### src/verilog/nebula_pkg.sv
// Bus widths, address map, register offsets and counts
// Named word types for pin and logic-analyzer buses
`default_nettype none

package nebula_pkg;

    localparam int ADR_W = 32;
    localparam int DAT_W = 32;
    localparam int SEL_W = 4;

    localparam int GPIO_W   = 38;
    localparam int LA_W     = 128;
    localparam int LA_BANKS = 4;

    localparam int NUM_PROJECTS = 2;
    localparam int NUM_MANAGERS = 3;    // Host plus one per project
    localparam int NUM_TARGETS  = 5;

    localparam logic [11:0] REGION_TAG = 12'h300;   // Carried on adr[31:20]

    // Region codes on adr[19:16]
    localparam logic [3:0] SRAM_REGION  = 4'd0;
    localparam logic [3:0] GPIO_REGION  = 4'd1;
    localparam logic [3:0] LA_REGION    = 4'd2;
    localparam logic [3:0] PROJ0_REGION = 4'd3;
    localparam logic [3:0] PROJ1_REGION = 4'd4;

    localparam int SRAM_WORDS = 256;

    localparam logic [7:0] GPIO_SEL_LO = 8'h00;    // Pins 0 to 31 where 1 picks project 1
    localparam logic [7:0] GPIO_SEL_HI = 8'h04;    // Pins 32 to 37
    localparam logic [7:0] GPIO_ENABLE = 8'h08;
    localparam logic [7:0] LA_SEL      = 8'h00;    // One bit per bank

    localparam logic [7:0] PROJ_GPIO_OUT = 8'h00;
    localparam logic [7:0] PROJ_GPIO_OEB = 8'h04;
    localparam logic [7:0] PROJ_LA_OUT   = 8'h08;
    localparam logic [7:0] PROJ_DMA_ADDR = 8'h0C;
    localparam logic [7:0] PROJ_DMA_DATA = 8'h10;
    localparam logic [7:0] PROJ_START    = 8'h14;  // Write starts and bit 0 reads busy

    typedef logic [GPIO_W-1:0]        gpio_word_t;
    typedef logic [LA_W/LA_BANKS-1:0] la_word_t;

endpackage

`default_nettype wire

### src/verilog/wb_if.sv
// Wishbone classic bus with manager and target views
`default_nettype none

interface wb_if;
    import nebula_pkg::*;

    logic             cyc;
    logic             stb;
    logic             we;
    logic [ADR_W-1:0] adr;
    logic [DAT_W-1:0] dat_w;    // Manager to target
    logic [SEL_W-1:0] sel;
    logic             ack;
    logic [DAT_W-1:0] dat_r;    // Target to manager

    modport manager (
        output cyc, stb, we, adr, dat_w, sel,
        input  ack, dat_r
    );

    modport target (
        input  cyc, stb, we, adr, dat_w, sel,
        output ack, dat_r
    );

endinterface

`default_nettype wire

### src/verilog/gpio_select.sv
// GPIO routing registers and per-pin project multiplexer
`default_nettype none

module gpio_select (
    input  wire                    wb_clk_i,
    input  wire                    rst_n_i,
    wb_if.target                   wb,
    input  wire nebula_pkg::gpio_word_t proj0_out_i,
    input  wire nebula_pkg::gpio_word_t proj0_oeb_i,
    input  wire nebula_pkg::gpio_word_t proj1_out_i,
    input  wire nebula_pkg::gpio_word_t proj1_oeb_i,
    output nebula_pkg::gpio_word_t io_out_o,
    output nebula_pkg::gpio_word_t io_oeb_o
);
    import nebula_pkg::*;

    logic [31:0]        sel_lo;
    logic [GPIO_W-33:0] sel_hi;     // Pins 32 and up
    logic               enable;
    logic               req;
    gpio_word_t         pin_sel;
    gpio_word_t         mux_out;
    gpio_word_t         mux_oeb;

    assign req = wb.cyc & wb.stb & ~wb.ack;

    always_ff @(posedge wb_clk_i or negedge rst_n_i) begin
        if (!rst_n_i) begin
            wb.ack <= 1'b0;
            sel_lo <= '0;
            sel_hi <= '0;
            enable <= 1'b0;
        end else begin
            wb.ack <= req;
            if (req && wb.we) begin
                case (wb.adr[7:0])
                    GPIO_SEL_LO: sel_lo <= wb.dat_w;
                    GPIO_SEL_HI: sel_hi <= wb.dat_w[GPIO_W-33:0];
                    GPIO_ENABLE: enable <= wb.dat_w[0];
                    default: ;
                endcase
            end
        end
    end

    always_ff @(posedge wb_clk_i) begin
        if (req) begin
            case (wb.adr[7:0])
                GPIO_SEL_LO: wb.dat_r <= sel_lo;
                GPIO_SEL_HI: wb.dat_r <= DAT_W'(sel_hi);
                GPIO_ENABLE: wb.dat_r <= DAT_W'(enable);
                default:     wb.dat_r <= '0;
            endcase
        end
    end

    assign pin_sel = {sel_hi, sel_lo};
    assign mux_out = (proj1_out_i & pin_sel) | (proj0_out_i & ~pin_sel);
    assign mux_oeb = (proj1_oeb_i & pin_sel) | (proj0_oeb_i & ~pin_sel);

    // Disabled means every pin is an input
    assign io_out_o = enable ? mux_out : '0;
    assign io_oeb_o = enable ? mux_oeb : '1;

endmodule

`default_nettype wire

### src/flat_wrapper.sv
// flat-port wrapper written by rule: the top's interface ports become plain ports
module gpio_select_flat import nebula_pkg::*;
  (wb_clk_i, rst_n_i, proj0_out_i, proj0_oeb_i, proj1_out_i, proj1_oeb_i, io_out_o, io_oeb_o, wb_cyc, wb_stb, wb_we, wb_adr, wb_dat_w, wb_sel, wb_ack, wb_dat_r);
  wb_if wb_i ();
  input  wire wb_clk_i;
  input  wire rst_n_i;
  input  wire nebula_pkg::gpio_word_t proj0_out_i;
  input  wire nebula_pkg::gpio_word_t proj0_oeb_i;
  input  wire nebula_pkg::gpio_word_t proj1_out_i;
  input  wire nebula_pkg::gpio_word_t proj1_oeb_i;
  output nebula_pkg::gpio_word_t io_out_o;
  output nebula_pkg::gpio_word_t io_oeb_o;
  input wire logic [$bits(wb_i.cyc)-1:0] wb_cyc;
  input wire logic [$bits(wb_i.stb)-1:0] wb_stb;
  input wire logic [$bits(wb_i.we)-1:0] wb_we;
  input wire logic [$bits(wb_i.adr)-1:0] wb_adr;
  input wire logic [$bits(wb_i.dat_w)-1:0] wb_dat_w;
  input wire logic [$bits(wb_i.sel)-1:0] wb_sel;
  output wire logic [$bits(wb_i.ack)-1:0] wb_ack;
  output wire logic [$bits(wb_i.dat_r)-1:0] wb_dat_r;
  assign wb_i.cyc = wb_cyc;
  assign wb_i.stb = wb_stb;
  assign wb_i.we = wb_we;
  assign wb_i.adr = wb_adr;
  assign wb_i.dat_w = wb_dat_w;
  assign wb_i.sel = wb_sel;
  assign wb_ack = wb_i.ack;
  assign wb_dat_r = wb_i.dat_r;
  gpio_select u_core (.wb_clk_i(wb_clk_i), .rst_n_i(rst_n_i), .wb(wb_i), .proj0_out_i(proj0_out_i), .proj0_oeb_i(proj0_oeb_i), .proj1_out_i(proj1_out_i), .proj1_oeb_i(proj1_oeb_i), .io_out_o(io_out_o), .io_oeb_o(io_oeb_o));
endmodule
### config.mk
export PLATFORM = sky130hd
export DESIGN_NAME = gpio_select_flat
export DESIGN_NICKNAME = d
export VERILOG_FILES = /design/src/verilog/nebula_pkg.sv /design/src/verilog/wb_if.sv /design/src/verilog/gpio_select.sv /design/src/flat_wrapper.sv
export SDC_FILE = /design/constraint.sdc
export NUM_CORES = 1
export LEC_CHECK = 0
export ABC_AREA = 0
export BUFFER_PORTS_ARGS = -buffer_cell sky130_fd_sc_hd__buf_2
export CAP_MARGIN = 0
export CORE_AREA = 2 2 131 133
export DETAILED_ROUTE_END_ITERATION = 7
export DIE_AREA = 0 0 133 135
export PLACE_DENSITY_LB_ADDON = 0.12
export SLEW_MARGIN = 20
export SYNTH_ARGS = -nofsm -noshare
export SYNTH_HDL_FRONTEND = slang
export SYNTH_SLANG_ARGS = --single-unit
### constraint.sdc
create_clock -name wb_clk_i -period 5.1 [get_ports wb_clk_i]
set_input_delay 0.765 -clock wb_clk_i [delete_from_list [all_inputs] [get_ports wb_clk_i]]
set_output_delay 0.765 -clock wb_clk_i [all_outputs]
set_load 0.03 [all_outputs]
==> results of run 1 <==
-- layer usage --
layer,part of all wire [%],routed length (µm),up-vias
met1,40,5230,1691
li1,-,-,1771
met5,0,0,-
met2,50,6580,187
met4,1.6,206,0
met3,8.2,1070,16
-- registers in the layout, summed over array words and instances (netlist names) --
name and flops:
u_core.enable 1, u_core.sel_hi 6, u_core.sel_lo 32, u_core.wb.ack 1, u_core.wb.dat_r 32
-- through the flow --
stage	cell area (µm²)	worst slack, ps	std cells	hold WS (ps)	util [%]
floorplan	4100	2480	331	469	-
global placement	5840	2090	843	586	35.6
detailed placement	5840	2060	843	595	35.6
CTS	6140	2410	859	544	37.4
global route	6170	2340	860	566	37.6
finish	6170	2520	860	511	37.6
-- layout by cell type (no fill, tap or decap), drive strengths merged, types with 2 or more instances in the layout --
cell | synthesis | final
clkbuf | 10 | 10
nand2 | 40 | 40
and3 | 2 | 2
clkinv | 0 | 5
nor2 | 8 | 8
mux2i | 82 | 82
mux2 | 39 | 39
nand4 | 3 | 3
and2 | 26 | 26
dfrtp | 40 | 40
buf | 5 | 308
nor2b | 39 | 39
edfxtp | 32 | 32
-- cell type report --
class / count / share of cell area [%]
clock buffers: 10 / 3.88
clock inverters: 6 / 0.954
multi-input cells: 244 / 33.4
flip-flops and latches: 72 / 31.8
well taps: 220 / 4.46
repair buffers: 308 / 25.4
-- worst min-delay path by stage --
stage	startpoint	endpoint	slack, ps
after floorplan	rst_n_i	u_core.enable	470
after CTS	rst_n_i	u_core.sel_lo[18]	540
after global routing	rst_n_i	u_core.sel_lo[18]	570
after detailed placement	u_core.sel_lo[13]	u_core.sel_lo[13]	600
after global placement	u_core.sel_lo[28]	u_core.sel_lo[28]	590
final	rst_n_i	u_core.sel_lo[19]	510
-- cells by family after synthesis --
group / synth area share [%]
flip-flops: 47.8
multiplexers: 33.5
AO/OA/AOI/OAI: 0.122
buffers and inverters: 2.04
AND/OR/NAND/NOR: 16.5
-- power by group --
group | internal [mW] | leakage (nW) | total (mW) | switching [mW]
Combinational | 0.0877 | 1.95 | 0.173 | 0.0858
Sequential | 0.618 | 0.863 | 0.627 | 0.00849
Clock | 0.389 | 0.152 | 0.632 | 0.243
Total | 1.09 | 2.96 | 1.43 | 0.337
==> results.ini, run 1 <==
[status]
status = finished clean

[logic_synthesis]
synth_warnings = 0
syn_area_per_cell_um2 = 12.4
synth_common_cells = 82 x mux2i_1, 40 x dfrtp_1, 40 x nand2_1
synth_edf_count = 32
ys_ff_latch = 72
synth.distinct_cells = 21
ys_seq_area_share_pct = 47.8
syn-num-nets = 556
yosysMostFrequentCell = mux2i_1
synthFlopType = dfrtp_1
yosysTopAreaCellShare_pct = 24.4
syn_area_um2 = 4100
synth_top_area_cell = dfrtp_1
synth-async-reset-ratio_pct = 55.6
syn_inst = 331
synth_area_leaders = dfrtp_1 24%, edfxtp_1 23%, mux2i_1 20%

[global_route]
grt_most_used_layer = met2
grt_pass1_wl_um = 19900
gr-usage-met2_pct = 25.1
grt_max_degree = 69
grtUsageMet3_pct = 4.43
grt_pass1_vias = 3641
grt.overflow.total = 0
globalRouteTotalUtil_pct = 14.5
antenna_found_initial = 1
grtUsageMet1_pct = 17.0

[sta]
clock_skew_ps = 5.84
max_freq_mhz = 388
slew_violations = 0
setup_viol = 0
slew_headroom_pct = 34.1
hold_viol = 0
rsz0062_at_grt = no
worstMarginPinSlew_ps = 988
fin_tns_setup_ps = 0
fin_crit_ps = 2580
timing.final.crit_share_pct = 50.5

[layout]
final_nets = 860
antennaDiodeCount = 0
seq_area_um2 = 1960
drive_above_1_share_pct = 57.3
fill_cells = 1704
multi_input_area_um2 = 2060
syn2layout_area_growth_pct = 50.4

[floorplan]
core_area_um2 = 16400
rows = 47
die_h_um = 135
initial_core_util_pct = 25.0
die_w_um = 133
dieArea_um2 = 18000
io_pins = 334

[clock_tree]
numCtsBuffers = 9
htreeDepth = 3
clk_latency_ps = 330
postCtsResizedCells = 0
ctsHoldBuffers = 0
clockBufferDepth = 2
cts_tree = yes
path_clk_slew_ps = 60
post_cts_buffers = 0
clockRootBuffer = clkbuf_16
clock_sinks = 72

[worst_setup_path]
timing.rr.end = u_core.sel_lo[25]
slowest_delay_ps = 820
cp.depth = 4
crit_fanout = 32
cp-start-kind = input port
end_kind = flip-flop
r2r_slack_ps = 2840
critPathKind = in2reg
critPathBufInv = 1
r2r-start = u_core.wb.ack
required_ps = 5300
cp-endpoint = u_core.sel_lo[25]
cp.arrival_ps = 2780
slowest_stage = nand4_4
cp-startpoint = wb_adr[5]
critPathTopFamily = simple AND/OR/NAND/NOR gates
worstRegToRegCells = 3
worstPathCellList = buf_2 > nor4_4 > nand4_4 > mux2_4

[placement]
dp_hpwl_um = 9860
portBuffers = 305
place_congestion = 0.763

[detailed_routing]
vias = 3665
wl_um = 13100
dr.first_iter.drc_count = 130
avgViaCountPerCell = 4.26
wl_per_cell_um = 15.2
drc = 0
first_pass_iters = 4
ant_nets = 0

[pwr]
irDropWorstVdd_mv = 0.137
total_power_mw = 1.43
p_per_area_nw_per_um2 = 232
leakage_nw = 2.96

[job]
max_cap_viol_count = 0

[worst_hold_path]
hold_path_class = in2async

Note: power is estimated with default switching activity, not from simulation.
==> inputs of run 2 (changes only) <==
--- a/config.mk
+++ b/config.mk
@@ -8,9 +8,9 @@
 export ABC_AREA = 0
 export BUFFER_PORTS_ARGS = -buffer_cell sky130_fd_sc_hd__buf_2
 export CAP_MARGIN = 0
-export CORE_AREA = 2 2 131 133
+export CORE_AREA = 2 2 128 130
 export DETAILED_ROUTE_END_ITERATION = 7
-export DIE_AREA = 0 0 133 135
+export DIE_AREA = 0 0 130 132
 export PLACE_DENSITY_LB_ADDON = 0.12
 export SLEW_MARGIN = 20
 export SYNTH_ARGS = -nofsm -noshare
==> constraint.sdc (replaced) <==
create_clock -name wb_clk_i -period 2.5 [get_ports wb_clk_i]
set_input_delay 0.375 -clock wb_clk_i [delete_from_list [all_inputs] [get_ports wb_clk_i]]
set_output_delay 0.375 -clock wb_clk_i [all_outputs]
set_load 0.03 [all_outputs]
==> results.ini, run 2 (same netlist as run 1, synthesis figures left out) <==
[status]
status = finished clean

[sta]
max_freq_mhz = 458
slew_headroom_pct = 58.4  ; +24 points
clock_skew_ps = 5.22  ; -0.621 ps
hold_viol = 0  ; unchanged
setup_viol = 0  ; unchanged
worstMarginPinSlew_ps = 622  ; -366 ps
timing.final.crit_share_pct = 87.4
slew_violations = 0  ; unchanged
fin_crit_ps = 2190
rsz0062_at_grt = no
postLayoutSetupSlackWorst_ps = 315  ; -2210 ps
fin_tns_setup_ps = 0  ; unchanged

[layout]
final_util_pct = 39.4  ; +1.8 points
fill_cells = 1601  ; -6.0%
drive_above_1_share_pct = 57.4  ; about the same
syn2layout_area_growth_pct = 50.8
most-common-layout-cells = 305 x buf_2, 82 x mux2i_1, 40 x nand2_1
final_nets = 865  ; +0.58%
antennaDiodeCount = 0  ; unchanged
layout_commonest_cell = buf_2
fin_cells = 861  ; +0.12%
largestRegisters = u_core.sel_lo: 32 flops, u_core.wb.dat_r: 32 flops, u_core.sel_hi: 6 flops

[floorplan]
rows = 46  ; -2.1%
io_pins = 334  ; unchanged
core_area_um2 = 15700  ; -4.2%
dieArea_um2 = 17200  ; -4.4%
die_h_um = 132  ; -2.2%
die_w_um = 130  ; -2.3%
initial_core_util_pct = 26.1  ; +1.1 points

[detailed_routing]
first_pass_iters = 4  ; unchanged
avgViaCountPerCell = 4.21  ; -1.1%
wl_per_cell_um = 14.5  ; -4.7%
dr.first_iter.drc_count = 76  ; -42%
wl_um = 12500  ; -4.6%
drc = 0  ; unchanged
vias = 3629  ; -0.98%
ant_nets = 0  ; unchanged

[worst_setup_path]
required_ps = 2120  ; -3180 ps
cp.arrival_ps = 1810  ; -970 ps
cp-start-kind = flip-flop
worstRegToRegCells = 3  ; unchanged
timing.rr.end = u_core.sel_hi[3]
critPathKind = reg2out
r2r-start = u_core.wb.ack
crit_fanout = 37  ; +16%
end_kind = primary output
r2r_slack_ps = 780  ; -2060 ps

[global_route]
grt_max_degree = 38  ; -45%
grt_pass1_vias = 3611  ; -0.82%
grt_pass1_wl_um = 18400  ; -7.6%
grt.overflow.total = 0  ; unchanged
globalRouteTotalUtil_pct = 13.9  ; -0.52 points
antenna_found_initial = 0  ; -1

[pwr]
swShare_pct = 23.0  ; -0.54 points
p_per_area_nw_per_um2 = 463  ; +100%
seqPwrFrac_pct = 44.7  ; +1.0 points
p_int_mw = 2.21  ; +100%
netSwitchingPower_mw = 0.660  ; +95%
total_power_mw = 2.87  ; +100%
irDropWorstVdd_mv = 0.278  ; +100%
clkPwrFrac_pct = 43.1  ; -1.1 points
leakage_nw = 2.97  ; +0.31%
p_comb_share_pct = 12.3  ; +0.2 points

[placement]
place_ws_ps = 457  ; -1610 ps
place_congestion = 0.821  ; +7.6%
dp_hpwl_um = 9910  ; +0.50%
dp.cells = 845  ; +0.24%
portBuffers = 305  ; unchanged

[clock_tree]
clk_latency_ps = 330  ; about the same
htreeDepth = 3  ; unchanged
clockBufferDepth = 2  ; unchanged
clockRootBuffer = clkbuf_16
cts_tree = yes
numCtsBuffers = 9  ; unchanged
post_cts_buffers = 0  ; unchanged
clock_sinks = 72  ; unchanged
path_clk_slew_ps = 60  ; about the same
ctsHoldBuffers = 0  ; unchanged
postCtsResizedCells = 0  ; unchanged

[job]
max_cap_viol_count = 0  ; unchanged

[worst_hold_path]
hold_path_class = in2async

run 2: cell type report:
| class | count | area [µm²] | area share [%] |
|---|---|---|---|
| sequential | 72 | 1960 | 31.7 |
| tap | 216 | 270 | 4.37 |
| multi-input combinational | 244 | 2060 | 33.3 |
| timing repair buffer | 313 | 1600 | 25.9 |
| clock inverter | 6 | 60.1 | 0.971 |
| clock buffer | 10 | 229 | 3.70 |
run 2: per-stage QoR:
step / hold WS (ps) / instance area [µm²]
4_1_cts: 39.6 / 6180
3_5_place_dp: 397 / 5890
6_report: 34.0 / 6180
2_1_floorplan: 79.4 / 4100
5_1_grt: 58.1 / 6180
3_3_place_gp: 390 / 5890
run 2: worst max-delay path by stage:
stage,slack [ps],cells after the start,end,startpoint
after global placement,480,4,u_core.sel_hi[4],wb_adr[5]
after CTS,240,3,io_out_o[23],u_core.enable
final,310,3,io_out_o[23],u_core.enable
after detailed placement,460,4,u_core.sel_hi[2],wb_adr[5]
after global routing,150,3,io_out_o[24],u_core.enable
after floorplan,150,1,u_core.wb.dat_r[0],u_core.wb.ack
run 2: metal layers:
layer | track usage [%] | up-vias | wire length [µm] | share of wire [%]
met4 | 3.17 | 0 | 92 | 0.74
met5 | 0 | - | 0 | 0
met1 | 15.0 | 1666 | 4790 | 38
met3 | 4.91 | 7 | 1100 | 8.8
met2 | 25.8 | 176 | 6500 | 52
li1 | - | 1780 | - | -
run 2: worst max-delay path: stages, from the launching register on:
cell,delay [ps]
dfrtp_2,760
buf_4,350
nor2b_1,160
buf_2,200
run 2: power groups by stage:
stage          logic [mW]  registers, mW  clock network [mW]
2_1_floorplan       0.103           1.33                   0
6_report            0.352           1.28                1.23
4_1_cts             0.359           1.28                1.30
5_1_grt             0.386           1.28                1.35
3_5_place_dp        0.358           1.30                   0
3_3_place_gp        0.350           1.30                   0
==> inputs of run 3 (changes only) <==
--- a/config.mk
+++ b/config.mk
@@ -12,6 +12,7 @@
 export DETAILED_ROUTE_END_ITERATION = 7
 export DIE_AREA = 0 0 130 132
 export PLACE_DENSITY_LB_ADDON = 0.12
+export SKIP_CTS_REPAIR_TIMING = 1
 export SLEW_MARGIN = 20
 export SYNTH_ARGS = -nofsm -noshare
 export SYNTH_HDL_FRONTEND = slang
==> constraint.sdc (replaced) <==
create_clock -name wb_clk_i -period 2.45 [get_ports wb_clk_i]
set_input_delay 0.3675 -clock wb_clk_i [delete_from_list [all_inputs] [get_ports wb_clk_i]]
set_output_delay 0.3675 -clock wb_clk_i [all_outputs]
set_load 0.03 [all_outputs]
==> results.ini, run 3 (same netlist as run 1, synthesis figures left out) <==
[status]
status = finished clean

[worst_setup_path]
cp.arrival_ps = 1690  ; -120 ps
cp-start-kind = flip-flop
timing.rr.end = u_core.sel_lo[31]
crit_fanout = 27  ; -27%
worstRegToRegCells = 4  ; +1
r2r-start = u_core.wb.ack
r2r_slack_ps = 590  ; -190 ps
required_ps = 2080  ; -40 ps
critPathKind = reg2out
end_kind = primary output

[clock_tree]
clockBufferDepth = 2  ; unchanged
htreeDepth = 3  ; unchanged
cts_tree = yes
clk_latency_ps = 330  ; about the same
clock_sinks = 72  ; unchanged
numCtsBuffers = 9  ; unchanged
clockRootBuffer = clkbuf_16
path_clk_slew_ps = 60  ; about the same

[global_route]
globalRouteTotalUtil_pct = 14.1  ; +0.18 points
grt.overflow.total = 0  ; unchanged
antenna_found_initial = 1  ; +1
grt_pass1_wl_um = 18500  ; +0.90%
grt_pass1_vias = 3643  ; +0.89%
grt_max_degree = 33  ; -13%

[placement]
place_congestion = 0.806  ; -1.8%
place_ws_ps = 448  ; -9.09 ps
portBuffers = 305  ; unchanged
dp_hpwl_um = 9780  ; -1.3%
dp.cells = 844  ; -0.12%

[detailed_routing]
wl_per_cell_um = 14.4  ; -0.81%
vias = 3663  ; +0.94%
dr.first_iter.drc_count = 90  ; +18%
wl_um = 12400  ; -0.93%
drc = 0  ; unchanged
avgViaCountPerCell = 4.26  ; +1.1%
ant_nets = 0  ; unchanged
first_pass_iters = 3  ; -1

[pwr]
irDropWorstVdd_mv = 0.308  ; +11%
p_per_area_nw_per_um2 = 459  ; -0.85%
leakage_nw = 2.96  ; -0.44%
total_power_mw = 2.83  ; -1.2%

[sta]
slew_violations = 0  ; unchanged
slew_headroom_pct = 57.5  ; -0.98 points
setup_viol = 0  ; unchanged
rsz0062_at_grt = no
hold_viol = 0  ; unchanged
clock_skew_ps = 6.09  ; +0.871 ps
timing.final.crit_share_pct = 83.8
whs_ps = 10.3  ; -23.7 ps
max_freq_mhz = 487
postLayoutSetupSlackWorst_ps = 397  ; +82.9 ps
worstMarginPinSlew_ps = 638  ; +16.2 ps
fin_tns_setup_ps = 0  ; unchanged
fin_crit_ps = 2050

[layout]
drive_above_1_share_pct = 56.8  ; -0.53 points
multi_input_area_um2 = 2060  ; unchanged
antennaDiodeCount = 0  ; unchanged
layout_commonest_cell = buf_2
fill_cells = 1616  ; +0.94%
seq_area_um2 = 1960  ; unchanged
final_nets = 864  ; -0.12%
most-common-layout-cells = 305 x buf_2, 82 x mux2i_1, 40 x nand2_1
fin_cells = 860  ; -0.12%
largestRegisters = u_core.sel_lo: 32 flops, u_core.wb.dat_r: 32 flops, u_core.sel_hi: 6 flops
syn2layout_area_growth_pct = 50.3

[job]
max_cap_viol_count = 0  ; unchanged

[floorplan]
rows = 46  ; unchanged
io_pins = 334  ; unchanged
die_h_um = 132  ; unchanged
dieArea_um2 = 17200  ; unchanged
die_w_um = 130  ; unchanged
initial_core_util_pct = 26.1  ; unchanged
core_area_um2 = 15700  ; unchanged

[worst_hold_path]
hold_path_class = in2async

==> run 3: changes by cell type in the layout (fill, tap and decap cells not counted) <==
| cell | delta |
|---|---|
| clkinv_4 | -1 |
| clkinv_2 | -1 |
| clkbuf_1 | +3 |
| buf_12 | +1 |
| clkbuf_8 | +1 |
| buf_4 | -2 |
| bufinv_16 | -1 |
| clkinvlp_4 | -1 |
==> run 3: metal layers <==
layer  GRT usage [%]  part of all wire [%]
met1            15.0                    37
met2            25.2                    51
met3            5.07                   9.6
met4            5.50                   1.7
met5               0                  0.13
==> run 3: layout make-up <==
class | instances | area share (%)
clock buffer | 14 | 4.12
clock inverter | 2 | 0.142
multi-input combinational | 244 | 33.5
sequential | 72 | 31.9
tap | 216 | 4.39
timing repair buffer | 312 | 26.0
==> run 3: worst max path at each step <==
stage	to	cells after the start	from	slack [ps]
2_1_floorplan	u_core.wb.dat_r[0]	1	u_core.wb.ack	100
3_3_place_gp	u_core.sel_hi[4]	4	wb_adr[5]	440
3_5_place_dp	u_core.sel_hi[0]	4	wb_adr[5]	450
4_1_cts	io_out_o[22]	3	u_core.enable	340
5_1_grt	io_out_o[24]	3	u_core.enable	230
6_report	io_out_o[22]	3	u_core.enable	400
==> run 3: critical path, stage by stage, from the launching register on <==
cell     delay (ps)
dfrtp_2         650
buf_4           320
nor2b_1         170
buf_2           200
==> run 3: report_power, final <==
| group | switching (mW) | internal (mW) | total [mW] | leakage, nW |
|---|---|---|---|---|
| registers | 0.0184 | 1.29 | 1.31 | 0.863 |
| logic | 0.176 | 0.182 | 0.358 | 1.97 |
| clock network | 0.459 | 0.709 | 1.17 | 0.128 |
| total | 0.653 | 2.18 | 2.83 | 2.96 |
==> run 3: stage by stage <==
stage,area (µm²),utilization [%]
after floorplan,4100,-
after global placement,5900,37.5
after detailed placement,5900,37.5
after CTS,6160,39.2
after global routing,6160,39.2
final,6160,39.2
