**config.mk**
```make
export PLATFORM = sky130hd
export DESIGN_NAME = wb_decoder_flat
export DESIGN_NICKNAME = d
export VERILOG_FILES = /design/src/verilog/nebula_pkg.sv /design/src/verilog/wb_if.sv /design/src/verilog/wb_decoder.sv /design/src/flat_wrapper.sv
export SDC_FILE = /design/constraint.sdc
export NUM_CORES = 1
export LEC_CHECK = 0
export BUFFER_PORTS_ARGS = -buffer_cell sky130_fd_sc_hd__buf_2
export CORE_AREA = 2 2 245 247
export CTS_CLUSTER_SIZE = 24
export DETAILED_ROUTE_END_ITERATION = 7
export DIE_AREA = 0 0 247 249
export PLACE_DENSITY_LB_ADDON = 0.08
export SYNTH_ARGS = -nofsm -noshare
export SYNTH_HDL_FRONTEND = slang
export SYNTH_SLANG_ARGS = --single-unit
```
**constraint.sdc**
```tcl
create_clock -name wb_clk_i -period 4 [get_ports wb_clk_i]
set_input_delay 0.6 -clock wb_clk_i [delete_from_list [all_inputs] [get_ports wb_clk_i]]
set_output_delay 0.6 -clock wb_clk_i [all_outputs]
set_load 0.05 [all_outputs]
```
**src/verilog/nebula_pkg.sv**
```systemverilog
// Bus widths, address map, register offsets and counts
// Named word types for pin and logic-analyzer buses
`default_nettype none

package nebula_pkg;

    localparam int ADR_W = 32;
    localparam int DAT_W = 32;
    localparam int SEL_W = 4;

    localparam int GPIO_W   = 38;
    localparam int LA_W     = 128;
    localparam int LA_BANKS = 4;

    localparam int NUM_PROJECTS = 2;
    localparam int NUM_MANAGERS = 3;    // Host plus one per project
    localparam int NUM_TARGETS  = 5;

    localparam logic [11:0] REGION_TAG = 12'h300;   // Carried on adr[31:20]

    // Region codes on adr[19:16]
    localparam logic [3:0] SRAM_REGION  = 4'd0;
    localparam logic [3:0] GPIO_REGION  = 4'd1;
    localparam logic [3:0] LA_REGION    = 4'd2;
    localparam logic [3:0] PROJ0_REGION = 4'd3;
    localparam logic [3:0] PROJ1_REGION = 4'd4;

    localparam int SRAM_WORDS = 256;

    localparam logic [7:0] GPIO_SEL_LO = 8'h00;    // Pins 0 to 31 where 1 picks project 1
    localparam logic [7:0] GPIO_SEL_HI = 8'h04;    // Pins 32 to 37
    localparam logic [7:0] GPIO_ENABLE = 8'h08;
    localparam logic [7:0] LA_SEL      = 8'h00;    // One bit per bank

    localparam logic [7:0] PROJ_GPIO_OUT = 8'h00;
    localparam logic [7:0] PROJ_GPIO_OEB = 8'h04;
    localparam logic [7:0] PROJ_LA_OUT   = 8'h08;
    localparam logic [7:0] PROJ_DMA_ADDR = 8'h0C;
    localparam logic [7:0] PROJ_DMA_DATA = 8'h10;
    localparam logic [7:0] PROJ_START    = 8'h14;  // Write starts and bit 0 reads busy

    typedef logic [GPIO_W-1:0]        gpio_word_t;
    typedef logic [LA_W/LA_BANKS-1:0] la_word_t;

endpackage

`default_nettype wire

```
**src/verilog/wb_if.sv**
```systemverilog
// Wishbone classic bus with manager and target views
`default_nettype none

interface wb_if;
    import nebula_pkg::*;

    logic             cyc;
    logic             stb;
    logic             we;
    logic [ADR_W-1:0] adr;
    logic [DAT_W-1:0] dat_w;    // Manager to target
    logic [SEL_W-1:0] sel;
    logic             ack;
    logic [DAT_W-1:0] dat_r;    // Target to manager

    modport manager (
        output cyc, stb, we, adr, dat_w, sel,
        input  ack, dat_r
    );

    modport target (
        input  cyc, stb, we, adr, dat_w, sel,
        output ack, dat_r
    );

endinterface

`default_nettype wire

```
**src/verilog/wb_decoder.sv**
```systemverilog
// Address decoder from the shared bus to five targets
// Unmapped accesses get a local zero-data ack
`default_nettype none

module wb_decoder (
    input  wire   wb_clk_i,
    input  wire   rst_n_i,
    wb_if.target  bus,
    wb_if.manager t_sram,
    wb_if.manager t_gpio,
    wb_if.manager t_la,
    wb_if.manager t_p0,
    wb_if.manager t_p1
);
    import nebula_pkg::*;

    logic                   tag_ok;
    logic [3:0]             region;
    logic [NUM_TARGETS-1:0] pick;
    logic [NUM_TARGETS-1:0] t_ack;
    logic [DAT_W-1:0]       t_dat [NUM_TARGETS];
    logic [DAT_W-1:0]       rd_mux;
    logic                   err_ack;

    assign tag_ok = (bus.adr[31:20] == REGION_TAG);
    assign region = bus.adr[19:16];

    assign pick[0] = tag_ok && (region == SRAM_REGION);
    assign pick[1] = tag_ok && (region == GPIO_REGION);
    assign pick[2] = tag_ok && (region == LA_REGION);
    assign pick[3] = tag_ok && (region == PROJ0_REGION);
    assign pick[4] = tag_ok && (region == PROJ1_REGION);

    // Only the picked target sees cyc and stb
    assign t_sram.cyc = bus.cyc & pick[0];
    assign t_sram.stb = bus.stb & pick[0];
    assign t_gpio.cyc = bus.cyc & pick[1];
    assign t_gpio.stb = bus.stb & pick[1];
    assign t_la.cyc   = bus.cyc & pick[2];
    assign t_la.stb   = bus.stb & pick[2];
    assign t_p0.cyc   = bus.cyc & pick[3];
    assign t_p0.stb   = bus.stb & pick[3];
    assign t_p1.cyc   = bus.cyc & pick[4];
    assign t_p1.stb   = bus.stb & pick[4];

    // Request payload goes to every target
    assign {t_sram.we, t_gpio.we, t_la.we, t_p0.we, t_p1.we} = {NUM_TARGETS{bus.we}};
    assign {t_sram.adr, t_gpio.adr, t_la.adr, t_p0.adr, t_p1.adr} = {NUM_TARGETS{bus.adr}};
    assign {t_sram.dat_w, t_gpio.dat_w, t_la.dat_w, t_p0.dat_w, t_p1.dat_w} =
        {NUM_TARGETS{bus.dat_w}};
    assign {t_sram.sel, t_gpio.sel, t_la.sel, t_p0.sel, t_p1.sel} = {NUM_TARGETS{bus.sel}};

    assign t_ack = {t_p1.ack, t_p0.ack, t_la.ack, t_gpio.ack, t_sram.ack};
    assign t_dat = '{t_sram.dat_r, t_gpio.dat_r, t_la.dat_r, t_p0.dat_r, t_p1.dat_r};

    always_comb begin
        rd_mux = '0;    // Unmapped reads return zero
        for (int i = 0; i < NUM_TARGETS; i++) begin
            if (pick[i]) begin
                rd_mux = t_dat[i];
            end
        end
    end

    always_ff @(posedge wb_clk_i or negedge rst_n_i) begin
        if (!rst_n_i) begin
            err_ack <= 1'b0;
        end else begin
            err_ack <= bus.cyc && bus.stb && !(|pick) && !err_ack;
        end
    end

    assign bus.ack   = |(pick & t_ack) | err_ack;
    assign bus.dat_r = rd_mux;

endmodule

`default_nettype wire

```
**src/flat_wrapper.sv**
```systemverilog
// flat-port wrapper written by rule: the top's interface ports become plain ports
module wb_decoder_flat import nebula_pkg::*;
  (wb_clk_i, rst_n_i, bus_cyc, bus_stb, bus_we, bus_adr, bus_dat_w, bus_sel, bus_ack, bus_dat_r, t_sram_cyc, t_sram_stb, t_sram_we, t_sram_adr, t_sram_dat_w, t_sram_sel, t_sram_ack, t_sram_dat_r, t_gpio_cyc, t_gpio_stb, t_gpio_we, t_gpio_adr, t_gpio_dat_w, t_gpio_sel, t_gpio_ack, t_gpio_dat_r, t_la_cyc, t_la_stb, t_la_we, t_la_adr, t_la_dat_w, t_la_sel, t_la_ack, t_la_dat_r, t_p0_cyc, t_p0_stb, t_p0_we, t_p0_adr, t_p0_dat_w, t_p0_sel, t_p0_ack, t_p0_dat_r, t_p1_cyc, t_p1_stb, t_p1_we, t_p1_adr, t_p1_dat_w, t_p1_sel, t_p1_ack, t_p1_dat_r);
  wb_if bus_i ();
  wb_if t_sram_i ();
  wb_if t_gpio_i ();
  wb_if t_la_i ();
  wb_if t_p0_i ();
  wb_if t_p1_i ();
  input  wire wb_clk_i;
  input  wire rst_n_i;
  input wire logic [$bits(bus_i.cyc)-1:0] bus_cyc;
  input wire logic [$bits(bus_i.stb)-1:0] bus_stb;
  input wire logic [$bits(bus_i.we)-1:0] bus_we;
  input wire logic [$bits(bus_i.adr)-1:0] bus_adr;
  input wire logic [$bits(bus_i.dat_w)-1:0] bus_dat_w;
  input wire logic [$bits(bus_i.sel)-1:0] bus_sel;
  output wire logic [$bits(bus_i.ack)-1:0] bus_ack;
  output wire logic [$bits(bus_i.dat_r)-1:0] bus_dat_r;
  output wire logic [$bits(t_sram_i.cyc)-1:0] t_sram_cyc;
  output wire logic [$bits(t_sram_i.stb)-1:0] t_sram_stb;
  output wire logic [$bits(t_sram_i.we)-1:0] t_sram_we;
  output wire logic [$bits(t_sram_i.adr)-1:0] t_sram_adr;
  output wire logic [$bits(t_sram_i.dat_w)-1:0] t_sram_dat_w;
  output wire logic [$bits(t_sram_i.sel)-1:0] t_sram_sel;
  input wire logic [$bits(t_sram_i.ack)-1:0] t_sram_ack;
  input wire logic [$bits(t_sram_i.dat_r)-1:0] t_sram_dat_r;
  output wire logic [$bits(t_gpio_i.cyc)-1:0] t_gpio_cyc;
  output wire logic [$bits(t_gpio_i.stb)-1:0] t_gpio_stb;
  output wire logic [$bits(t_gpio_i.we)-1:0] t_gpio_we;
  output wire logic [$bits(t_gpio_i.adr)-1:0] t_gpio_adr;
  output wire logic [$bits(t_gpio_i.dat_w)-1:0] t_gpio_dat_w;
  output wire logic [$bits(t_gpio_i.sel)-1:0] t_gpio_sel;
  input wire logic [$bits(t_gpio_i.ack)-1:0] t_gpio_ack;
  input wire logic [$bits(t_gpio_i.dat_r)-1:0] t_gpio_dat_r;
  output wire logic [$bits(t_la_i.cyc)-1:0] t_la_cyc;
  output wire logic [$bits(t_la_i.stb)-1:0] t_la_stb;
  output wire logic [$bits(t_la_i.we)-1:0] t_la_we;
  output wire logic [$bits(t_la_i.adr)-1:0] t_la_adr;
  output wire logic [$bits(t_la_i.dat_w)-1:0] t_la_dat_w;
  output wire logic [$bits(t_la_i.sel)-1:0] t_la_sel;
  input wire logic [$bits(t_la_i.ack)-1:0] t_la_ack;
  input wire logic [$bits(t_la_i.dat_r)-1:0] t_la_dat_r;
  output wire logic [$bits(t_p0_i.cyc)-1:0] t_p0_cyc;
  output wire logic [$bits(t_p0_i.stb)-1:0] t_p0_stb;
  output wire logic [$bits(t_p0_i.we)-1:0] t_p0_we;
  output wire logic [$bits(t_p0_i.adr)-1:0] t_p0_adr;
  output wire logic [$bits(t_p0_i.dat_w)-1:0] t_p0_dat_w;
  output wire logic [$bits(t_p0_i.sel)-1:0] t_p0_sel;
  input wire logic [$bits(t_p0_i.ack)-1:0] t_p0_ack;
  input wire logic [$bits(t_p0_i.dat_r)-1:0] t_p0_dat_r;
  output wire logic [$bits(t_p1_i.cyc)-1:0] t_p1_cyc;
  output wire logic [$bits(t_p1_i.stb)-1:0] t_p1_stb;
  output wire logic [$bits(t_p1_i.we)-1:0] t_p1_we;
  output wire logic [$bits(t_p1_i.adr)-1:0] t_p1_adr;
  output wire logic [$bits(t_p1_i.dat_w)-1:0] t_p1_dat_w;
  output wire logic [$bits(t_p1_i.sel)-1:0] t_p1_sel;
  input wire logic [$bits(t_p1_i.ack)-1:0] t_p1_ack;
  input wire logic [$bits(t_p1_i.dat_r)-1:0] t_p1_dat_r;
  assign bus_i.cyc = bus_cyc;
  assign bus_i.stb = bus_stb;
  assign bus_i.we = bus_we;
  assign bus_i.adr = bus_adr;
  assign bus_i.dat_w = bus_dat_w;
  assign bus_i.sel = bus_sel;
  assign bus_ack = bus_i.ack;
  assign bus_dat_r = bus_i.dat_r;
  assign t_sram_cyc = t_sram_i.cyc;
  assign t_sram_stb = t_sram_i.stb;
  assign t_sram_we = t_sram_i.we;
  assign t_sram_adr = t_sram_i.adr;
  assign t_sram_dat_w = t_sram_i.dat_w;
  assign t_sram_sel = t_sram_i.sel;
  assign t_sram_i.ack = t_sram_ack;
  assign t_sram_i.dat_r = t_sram_dat_r;
  assign t_gpio_cyc = t_gpio_i.cyc;
  assign t_gpio_stb = t_gpio_i.stb;
  assign t_gpio_we = t_gpio_i.we;
  assign t_gpio_adr = t_gpio_i.adr;
  assign t_gpio_dat_w = t_gpio_i.dat_w;
  assign t_gpio_sel = t_gpio_i.sel;
  assign t_gpio_i.ack = t_gpio_ack;
  assign t_gpio_i.dat_r = t_gpio_dat_r;
  assign t_la_cyc = t_la_i.cyc;
  assign t_la_stb = t_la_i.stb;
  assign t_la_we = t_la_i.we;
  assign t_la_adr = t_la_i.adr;
  assign t_la_dat_w = t_la_i.dat_w;
  assign t_la_sel = t_la_i.sel;
  assign t_la_i.ack = t_la_ack;
  assign t_la_i.dat_r = t_la_dat_r;
  assign t_p0_cyc = t_p0_i.cyc;
  assign t_p0_stb = t_p0_i.stb;
  assign t_p0_we = t_p0_i.we;
  assign t_p0_adr = t_p0_i.adr;
  assign t_p0_dat_w = t_p0_i.dat_w;
  assign t_p0_sel = t_p0_i.sel;
  assign t_p0_i.ack = t_p0_ack;
  assign t_p0_i.dat_r = t_p0_dat_r;
  assign t_p1_cyc = t_p1_i.cyc;
  assign t_p1_stb = t_p1_i.stb;
  assign t_p1_we = t_p1_i.we;
  assign t_p1_adr = t_p1_i.adr;
  assign t_p1_dat_w = t_p1_i.dat_w;
  assign t_p1_sel = t_p1_i.sel;
  assign t_p1_i.ack = t_p1_ack;
  assign t_p1_i.dat_r = t_p1_dat_r;
  wb_decoder u_core (.wb_clk_i(wb_clk_i), .rst_n_i(rst_n_i), .bus(bus_i), .t_sram(t_sram_i), .t_gpio(t_gpio_i), .t_la(t_la_i), .t_p0(t_p0_i), .t_p1(t_p1_i));
endmodule
```
==> results of run 1 <==
## critical path: cells and delay by family
kind / cells / cell delay (ns)
AND/OR/NAND/NOR: 2 / 0.56
AO/OA/AOI/OAI: 1 / 0.77
buffers and inverters: 3 / 0.89
## metal layers
layer / track usage (%) / share of wire, % / up-vias / wire (um)
met2: 13.9 / 50 / 330 / 12500
met4: 1.67 / 2.5 / 10 / 623
met5: 0 / 0.22 / - / 56
met1: 8.42 / 37 / 1722 / 9390
met3: 2.50 / 10 / 68 / 2640
li1: - / - / 1757 / -
## report_power, final
| group | internal [uW] | switching (uW) | total, uW |
|---|---|---|---|
| sequential | 10.9 | 0.673 | 11.5 |
| clock | 0.0000209 | 0 | 0.0000209 |
| combinational | 162 | 342 | 504 |
| total | 173 | 342 | 515 |
## metrics by stage
step	setup slack [ns]	total power, uW	utilization [%]
global placement	0.343	537	7.91
CTS	0.369	533	7.91
detailed placement	0.381	532	7.91
global route	0.305	560	7.92
floorplan	0.205	1070	-
finish	0.555	515	7.92
## Yosys cell counts (2+ instances only)
| master | number |
|---|---|
| nor4_1 | 3 |
| a2111oi_2 | 25 |
| nand4_1 | 2 |
| buf_1 | 2 |
| buf_2 | 12 |
| buf_4 | 345 |
| and3_1 | 3 |
| nor3_1 | 6 |
| o21a_1 | 31 |
| nor4b_1 | 2 |
| a31oi_1 | 2 |
| or2_2 | 31 |
| a21oi_1 | 32 |
| buf_6 | 4 |
| o221ai_1 | 31 |
| inv_1 | 2 |
| nor2_1 | 63 |
| nand2b_1 | 3 |
| a2111oi_1 | 5 |
| clkbuf_1 | 23 |
## final timing paths
kind	from	end	slack [ns]
max	bus_adr[30]	bus_dat_r[0]	0.56
min	rst_n_i	u_core.err_ack	0.37
max reg2reg	u_core.err_ack	u_core.err_ack	3.04
min reg2reg	u_core.err_ack	u_core.err_ack	0.54
max in group asynchronous	rst_n_i	u_core.err_ack	3.54
min in group wb_clk_i	u_core.err_ack	u_core.err_ack	0.54
## area by class of cell
cell class,count,area (um^2)
diodes,2,5.00
fillers,6992,54000
inverters,2,7.51
multi-input cells,257,1850
flip-flops and latches,1,25.0
well taps,773,967
repair buffers,332,1790
## cells by family (layout without fill, tap and decap cells)
family                 Yosys count  count (layout)
AOI/OAI and AO/OA              130             130
DFF                              1               1
other                            0               2
muxes                            3               3
and+or+nand+nor                124             124
buffers and inverters          388             334
==> metrics.csv, run 1 <==
stage;metric;value;unit
status;status;finished clean;
power_and_ir_drop;vdd_drop_max;0.0457;mV
die;die_x;247;um
worst_setup_path;cp-end-kind;output port;
worst_setup_path;slowest_stage;a2111oi_1;
final_layout;nNetsFinal;832;
yosys;synth_cells;646;
global_routing;grt_antenna_before_repair;8;
flow_run;maxCapViolCount;0;
place;place_area;4640;um^2
place;io_buffers;307;
worst_setup_path;crit_type;primary input to output port;
worst_setup_path;cp_max_fo;31;
detailed_routing;vias;3887;
detailed_routing;viasPerCell;2.84;
global_routing;overflow;0;
hold_path;hold_class;primary input to async pin;
yosys;synth_top_area_cell;buf_4;
worst_setup_path;crit_chain;buf_2 > nor4_4 > nand4_1 > buf_4 > a2111oi_1 > buf_2;
worst_setup_path;rr_worst_depth;1;
die;io_pins;626;
yosys;yosysTopAreaCellShare;55.5;%
worst_setup_path;crit_path_frequent_cell;buf_2;
clock_tree;cts_resized;0;
timing;finalCritPeriodShare;86.1;%
final_layout;drive_gt1_share;67.2;%
detailed_routing;drtAntennaViolNets;0;
global_routing;grt_usage;7.60;%
final_layout;final_cell_mix;304 x buf_2, 63 x nor2_1, 32 x a21oi_1;
yosys;synth_edf_count;0;
timing;report.final.setup_viol;0;
die;die_h;249;um
place;finalWeightedCongestion;0.677;
timing;timing.setup.tns;0;ns
die;core_area;58700;um^2
final_layout;areaGrowthSynthToFinish;-0.375;%
place;placed_cells;1365;
final_layout;fin_area;4650;um^2
detailed_routing;firstDrtPassIters;4;
detailed_routing;wirelength;25200;um
final_layout;final_common_cell;buf_2;
global_routing;grt_pass1_vias;4300;
global_routing;grt_pass1_wl;33600;um
timing;finalCriticalPeriod;3.44;ns
yosys;synth_cell_types;39;
die;rows;89;
clock_tree;holdBufCountCts;0;
timing;max_freq;0.290;GHz
die;start_util;7.95;%
detailed_routing;drc;0;
yosys;synth.area.mux_share;0.939;%
clock_tree;clk_latency;0;ns
yosys;ys_seq_area_share;0.536;%
timing;finalHoldViolCount;0;
detailed_routing;first_iter_violations;106;
final_layout;final_cell_count_no_fill;1367;
final_layout;top_register;u_core.err_ack;
yosys;synth_top_family_by_area;buffers and inverters;
timing;relSlewSlack;50.7;%
power_and_ir_drop;leakage;0.00196;uW
yosys;synth_adder_area_share;0;%
timing;worst_pin_slew;0.737;ns
yosys;syn_area_per_cell;7.22;um^2
place;hpwl;21000;um
yosys;ys_async_sr_fraction;100;%
yosys;ys_warn_count;0;
yosys;synth_compound_area_share;24.4;%
clock_tree;postCtsSetupBuffers;0;
yosys;synth.area.top_cells;buf_4 56%, a2111oi_2 8.0%, o221ai_1 5.8%, nor2_1 5.1%, o21a_1 5.0%;
clock_tree;clk_pin_slew_worst_paths;0;ns
final_layout;largest_register_ffs;1;
power_and_ir_drop;power.density;111;nW/um^2
yosys;yosys.area_share.simple;14.2;%
worst_setup_path;cp.arrival;2.84;ns
global_routing;grt_max_degree;52;
yosys;synth-xor-area-share;0;%
timing;rsz0062_at_grt;no;
yosys;netlist_area;4670;um^2
yosys;synthesis.nets;884;
worst_setup_path;critPathLaunchType;primary input;
timing;whs;0.374;ns
yosys;synthFlopType;dfrtp_1;
detailed_routing;post_drt_wl_per_cell;18.4;um
worst_setup_path;cpPeakStageDelay;0.77;ns
timing;drv_slew;0;
timing;fin_skew;0;ns
yosys;ys_ff_latch;1;
die;dieArea;61500;um^2
worst_setup_path;critical_path_required;3.40;ns
final_layout;top_regs;u_core.err_ack: 1 flops;
Power figures use the tool's default switching activity.
==> run 2: changes to the inputs <==
--- a/config.mk
+++ b/config.mk
@@ -5,11 +5,11 @@
 export SDC_FILE = /design/constraint.sdc
 export NUM_CORES = 1
 export LEC_CHECK = 0
-export BUFFER_PORTS_ARGS = -buffer_cell sky130_fd_sc_hd__buf_2
-export CORE_AREA = 2 2 245 247
+export CORE_AREA = 2 2 244 246
 export CTS_CLUSTER_SIZE = 24
 export DETAILED_ROUTE_END_ITERATION = 7
-export DIE_AREA = 0 0 247 249
+export DIE_AREA = 0 0 246 248
+export DONT_BUFFER_PORTS = 1
 export PLACE_DENSITY_LB_ADDON = 0.08
 export SYNTH_ARGS = -nofsm -noshare
 export SYNTH_HDL_FRONTEND = slang
==> run 2 against run 1 <==
Sequential share of layout area rose by 0.20 points. Register-to-register slack improved by 0.20 ns. Combinational power fell by 68%. Routed wire length fell by 11%. Critical path depth fell by 1. Final area fell by 27%. Fmax rose by 16%. Total power fell by 67%. Flip-flop and latch count did not move. Critical path type unchanged. Largest power group unchanged.
==> metrics.csv, run 2 (same netlist as run 1, synthesis figures left out) <==
stage;metric;value;unit
detailed_routing;drc;0;
final_layout;nNetsFinal;550;
final_layout;largest_register_ffs;1;
power_and_ir_drop;finalPower;172;uW
detailed_routing;wirelength;22500;um
status;status;finished clean;
worst_setup_path;cp-end-kind;output port;
worst_setup_path;cp.arrival;2.36;ns
timing;finalCritPeriodShare;74.0;%
place;hpwl;17700;um
timing;fin_skew;0;ns
detailed_routing;vias;2951;
hold_path;hold_class;primary input to async pin;
detailed_routing;drtAntennaViolNets;0;
final_layout;final_cell_mix;63 x nor2_1, 47 x buf_4, 32 x a21oi_1;
final_layout;areaGrowthSynthToFinish;-27.2;%
timing;finalHoldViolCount;0;
timing;finalCriticalPeriod;2.96;ns
detailed_routing;viasPerCell;2.72;
worst_setup_path;critPathLaunchType;primary input;
timing;relSlewSlack;38.3;%
die;dieArea;61000;um^2
die;die_x;246;um
clock_tree;clk_latency;0;ns
die;core_area;58500;um^2
global_routing;overflow;0;
die;die_h;248;um
place;io_buffers;0;
final_layout;top_register;u_core.err_ack;
flow_run;maxCapViolCount;0;
worst_setup_path;r2r_slack;3.24;ns
clock_tree;clk_pin_slew_worst_paths;0;ns
power_and_ir_drop;leakage;0.000828;uW
final_layout;top_regs;u_core.err_ack: 1 flops;
timing;timing.setup.tns;0;ns
die;rows;89;
timing;rsz0062_at_grt;no;
timing;report.final.setup_viol;0;
detailed_routing;firstDrtPassIters;4;
detailed_routing;first_iter_violations;107;
timing;drv_slew;0;
final_layout;drive_gt1_share;40.6;%
power_and_ir_drop;power.density;50.7;nW/um^2
clock_tree;cts_resized;0;
global_routing;grt_max_degree;80;
worst_setup_path;rr_worst_depth;1;
place;finalWeightedCongestion;0.758;
worst_setup_path;critical_path_required;3.40;ns
final_layout;final_common_cell;nor2_1;
worst_setup_path;cp_max_fo;44;
clock_tree;postCtsSetupBuffers;0;
die;start_util;7.98;%
global_routing;grt_antenna_before_repair;7;
global_routing;grt_pass1_vias;3380;
die;io_pins;626;
worst_setup_path;crit_type;primary input to output port;
global_routing;grt_pass1_wl;28600;um
timing;worst_pin_slew;0.925;ns
detailed_routing;post_drt_wl_per_cell;20.7;um
global_routing;grt_usage;6.67;%
timing;max_freq;0.338;GHz
power_and_ir_drop;vdd_drop_max;0.0352;mV
clock_tree;holdBufCountCts;0;
==> run 2: worst paths after layout <==
check,startpoint,end
worst max-delay path,bus_adr[18],bus_dat_r[20]
worst min-delay path,rst_n_i,u_core.err_ack
worst max register to register,u_core.err_ack,u_core.err_ack
worst min register to register,u_core.err_ack,u_core.err_ack
max in group asynchronous,rst_n_i,u_core.err_ack
min in group wb_clk_i,u_core.err_ack,u_core.err_ack
==> run 2: report_power, final <==
| group | switching, uW | internal (uW) |
|---|---|---|
| sequential | 0.786 | 10.9 |
| clock | 0 | 0.0000343 |
| combinational | 97.5 | 63.1 |
==> run 2: area by class of cell <==
| class | count | area [um^2] |
|---|---|---|
| repair buffers | 50 | 404 |
| multi-input cells | 257 | 1990 |
| flip-flops and latches | 1 | 25.0 |
| well taps | 773 | 967 |
| fillers | 6965 | 55100 |
| diodes | 1 | 2.50 |
| inverters | 2 | 7.51 |
==> run 2: routing by layer <==
layer	up-vias	global-route usage, %	wire (um)	part of all wire, %
met5	-	0	70	0.31
met4	10	2.48	894	4.0
met3	81	2.80	2470	11
met2	315	12.1	11200	50
met1	1361	6.83	7820	35
li1	1184	-	-	-
==> run 2: metrics by stage <==
step / area [um^2] / setup slack [ns] / hold slack (ns) / instances / util (%)
finish: 3400 / 1.04 / 0.304 / 1084 / 5.81
global route: 3390 / 0.814 / 0.304 / 1083 / 5.80
CTS: 3390 / 0.936 / 0.304 / 1083 / 5.80
detailed placement: 3390 / 0.942 / 0.304 / 1083 / 5.80
global placement: 3390 / 1.06 / 0.304 / 1083 / 5.80
floorplan: 4670 / 0.205 / 0.304 / 646 / -
==> run 2: worst max-delay path, stage by stage <==
cell and delay (ns):
nand3b_1 0.35, buf_4 0.38, o221ai_1 0.28, a2111oi_4 0.37
buf_4 0.26
==> run 3: changes to the inputs <==
==> constraint.sdc (replaced) <==
create_clock -name wb_clk_i -period 2.6 [get_ports wb_clk_i]
set_input_delay 0.39 -clock wb_clk_i [delete_from_list [all_inputs] [get_ports wb_clk_i]]
set_output_delay 0.39 -clock wb_clk_i [all_outputs]
set_load 0.05 [all_outputs]
==> run 3 against run 2 <==
Flip-flop and latch count unchanged. Die area unchanged. Via count is 0.41% higher. Combinational power rose by 69%. Routed wire length shrank 4.5%. Hold slack got worse by 0.21 ns. Global-route usage fell by 0.28 points.
==> metrics.csv, run 3 (same netlist as run 1, synthesis figures left out) <==
stage;metric;value;unit
power_and_ir_drop;power.density;72.2;nW/um^2
die;start_util;7.98;%
timing;max_freq;0.423;GHz
global_routing;grt_pass1_vias;3426;
hold_path;hold_class;primary input to async pin;
final_layout;top_register;u_core.err_ack;
die;rows;89;
detailed_routing;vias;2963;
die;io_pins;626;
final_layout;fin_area;4020;um^2
detailed_routing;first_iter_violations;71;
timing;finalCriticalPeriod;2.36;ns
worst_setup_path;cpPeakStageDelay;0.44;ns
place;hpwl;16600;um
worst_setup_path;crit_type;primary input to output port;
final_layout;nNetsFinal;563;
timing;report.final.setup_viol;0;
timing;whs;0.0942;ns
timing;drv_slew;0;
clock_tree;clk_pin_slew_worst_paths;0;ns
global_routing;grt_max_degree;80;
flow_run;maxCapViolCount;0;
final_layout;multiInputGateArea;2180;um^2
final_layout;fillers;6895;
worst_setup_path;crit_chain;nor4b_4 > buf_12 > a21oi_1 > a2111oi_2 > buf_4;
global_routing;grt_usage;6.38;%
timing;finalCritPeriodShare;90.8;%
timing;rsz0062_at_grt;no;
worst_setup_path;path_buf_inv;2;
place;dp_slack;0.0760;ns
status;status;finished clean;
worst_setup_path;cp-end-kind;output port;
final_layout;final_cell_mix;63 x nor2_1, 34 x buf_4, 32 x a21oi_1;
detailed_routing;viasPerCell;2.70;
die;dieArea;61000;um^2
global_routing;grt_antenna_before_repair;2;
final_layout;drive_gt1_share;44.0;%
final_layout;final_common_cell;nor2_1;
die;core_area;58500;um^2
worst_setup_path;critPathTopFamily;compound AO/OA/AOI/OAI gates;
global_routing;grt_pass1_wl;27900;um
worst_setup_path;cp.arrival;1.97;ns
die;die_x;246;um
place;place_area;4010;um^2
worst_setup_path;cp_max_fo;79;
final_layout;areaGrowthSynthToFinish;-13.9;%
detailed_routing;firstDrtPassIters;4;
timing;relSlewSlack;61.6;%
worst_setup_path;cp.depth;5;
worst_setup_path;rr_worst_depth;1;
timing;finalHoldViolCount;0;
timing;setup_ws;0.238;ns
detailed_routing;wirelength;21500;um
worst_setup_path;critPathLaunchType;primary input;
final_layout;diodes;0;
worst_setup_path;slowest_stage;nor4b_4;
worst_setup_path;critical_path_required;2.21;ns
power_and_ir_drop;leakage;0.000978;uW
detailed_routing;drc;0;
power_and_ir_drop;vdd_drop_max;0.0549;mV
clock_tree;clk_latency;0;ns
place;io_buffers;0;
final_layout;top_regs;u_core.err_ack: 1 flops;
timing;timing.setup.tns;0;ns
final_layout;postLayoutCoreUtil;6.87;%
timing;fin_skew;0;ns
timing;worst_pin_slew;0.567;ns
die;die_h;248;um
place;finalWeightedCongestion;0.756;
detailed_routing;drtAntennaViolNets;0;
final_layout;largest_register_ffs;1;
final_layout;seqCellArea;25.0;um^2
detailed_routing;post_drt_wl_per_cell;19.6;um
global_routing;overflow;0;
==> run 3: cell types whose count changed in the layout (fill, tap and decap cells not counted) <==
cell | before | now
buf_12 | 2 | 29
buf_4 | 47 | 34
buf_6 | 1 | 0
nor3_1 | 4 | 1
diode_2 | 1 | 0
a2111oi_2 | 24 | 10
nor3_2 | 2 | 5
a2111oi_4 | 7 | 21
==> run 3: area by class of cell <==
cell class / instances / share of cell area, %
well taps: 773 / 24.1
flip-flops and latches: 1 / 0.623
multi-input cells: 257 / 54.3
inverters: 2 / 0.187
repair buffers: 63 / 20.8
==> run 3: power breakdown <==
group	total (uW)	internal, uW	switching [uW]	leakage, uW
logic	272	110	163	0.000964
clock network	0	0	0	0
registers	17.6	16.7	0.928	0.0000131
total	290	126	164	0.000978
==> run 3: worst paths after layout <==
kind,slack [ns],endpoint,startpoint
setup / recovery,0.24,bus_dat_r[15],bus_adr[16]
hold / removal,0.09,u_core.err_ack,rst_n_i
setup reg to reg,1.84,u_core.err_ack,u_core.err_ack
hold reg to reg,0.49,u_core.err_ack,u_core.err_ack
max in group asynchronous,2.44,u_core.err_ack,rst_n_i
min in group wb_clk_i,0.49,u_core.err_ack,u_core.err_ack
==> run 3: through the flow <==
step / instances / power [uW]
after floorplan: 646 / 1680
after global routing: 1096 / 319
after detailed placement: 1095 / 301
after global placement: 1095 / 301
after CTS: 1095 / 302
final: 1096 / 290
==> run 3: repair_timing <==
item,4_1_cts,5_1_grt
endpoints found under the setup margin,0,9
hold buffers,0,0
buffers inserted,0,1
resized for setup,0,0
==> run 3: metal layers <==
| layer | vias to the layer above | GRT usage, % | routed length [um] |
|---|---|---|---|
| li1 | 1208 | - | - |
| met1 | 1386 | 6.62 | 7400 |
| met2 | 299 | 12.0 | 11200 |
| met3 | 70 | 2.21 | 2190 |
| met4 | 0 | 1.84 | 653 |
| met5 | - | 0 | 0 |
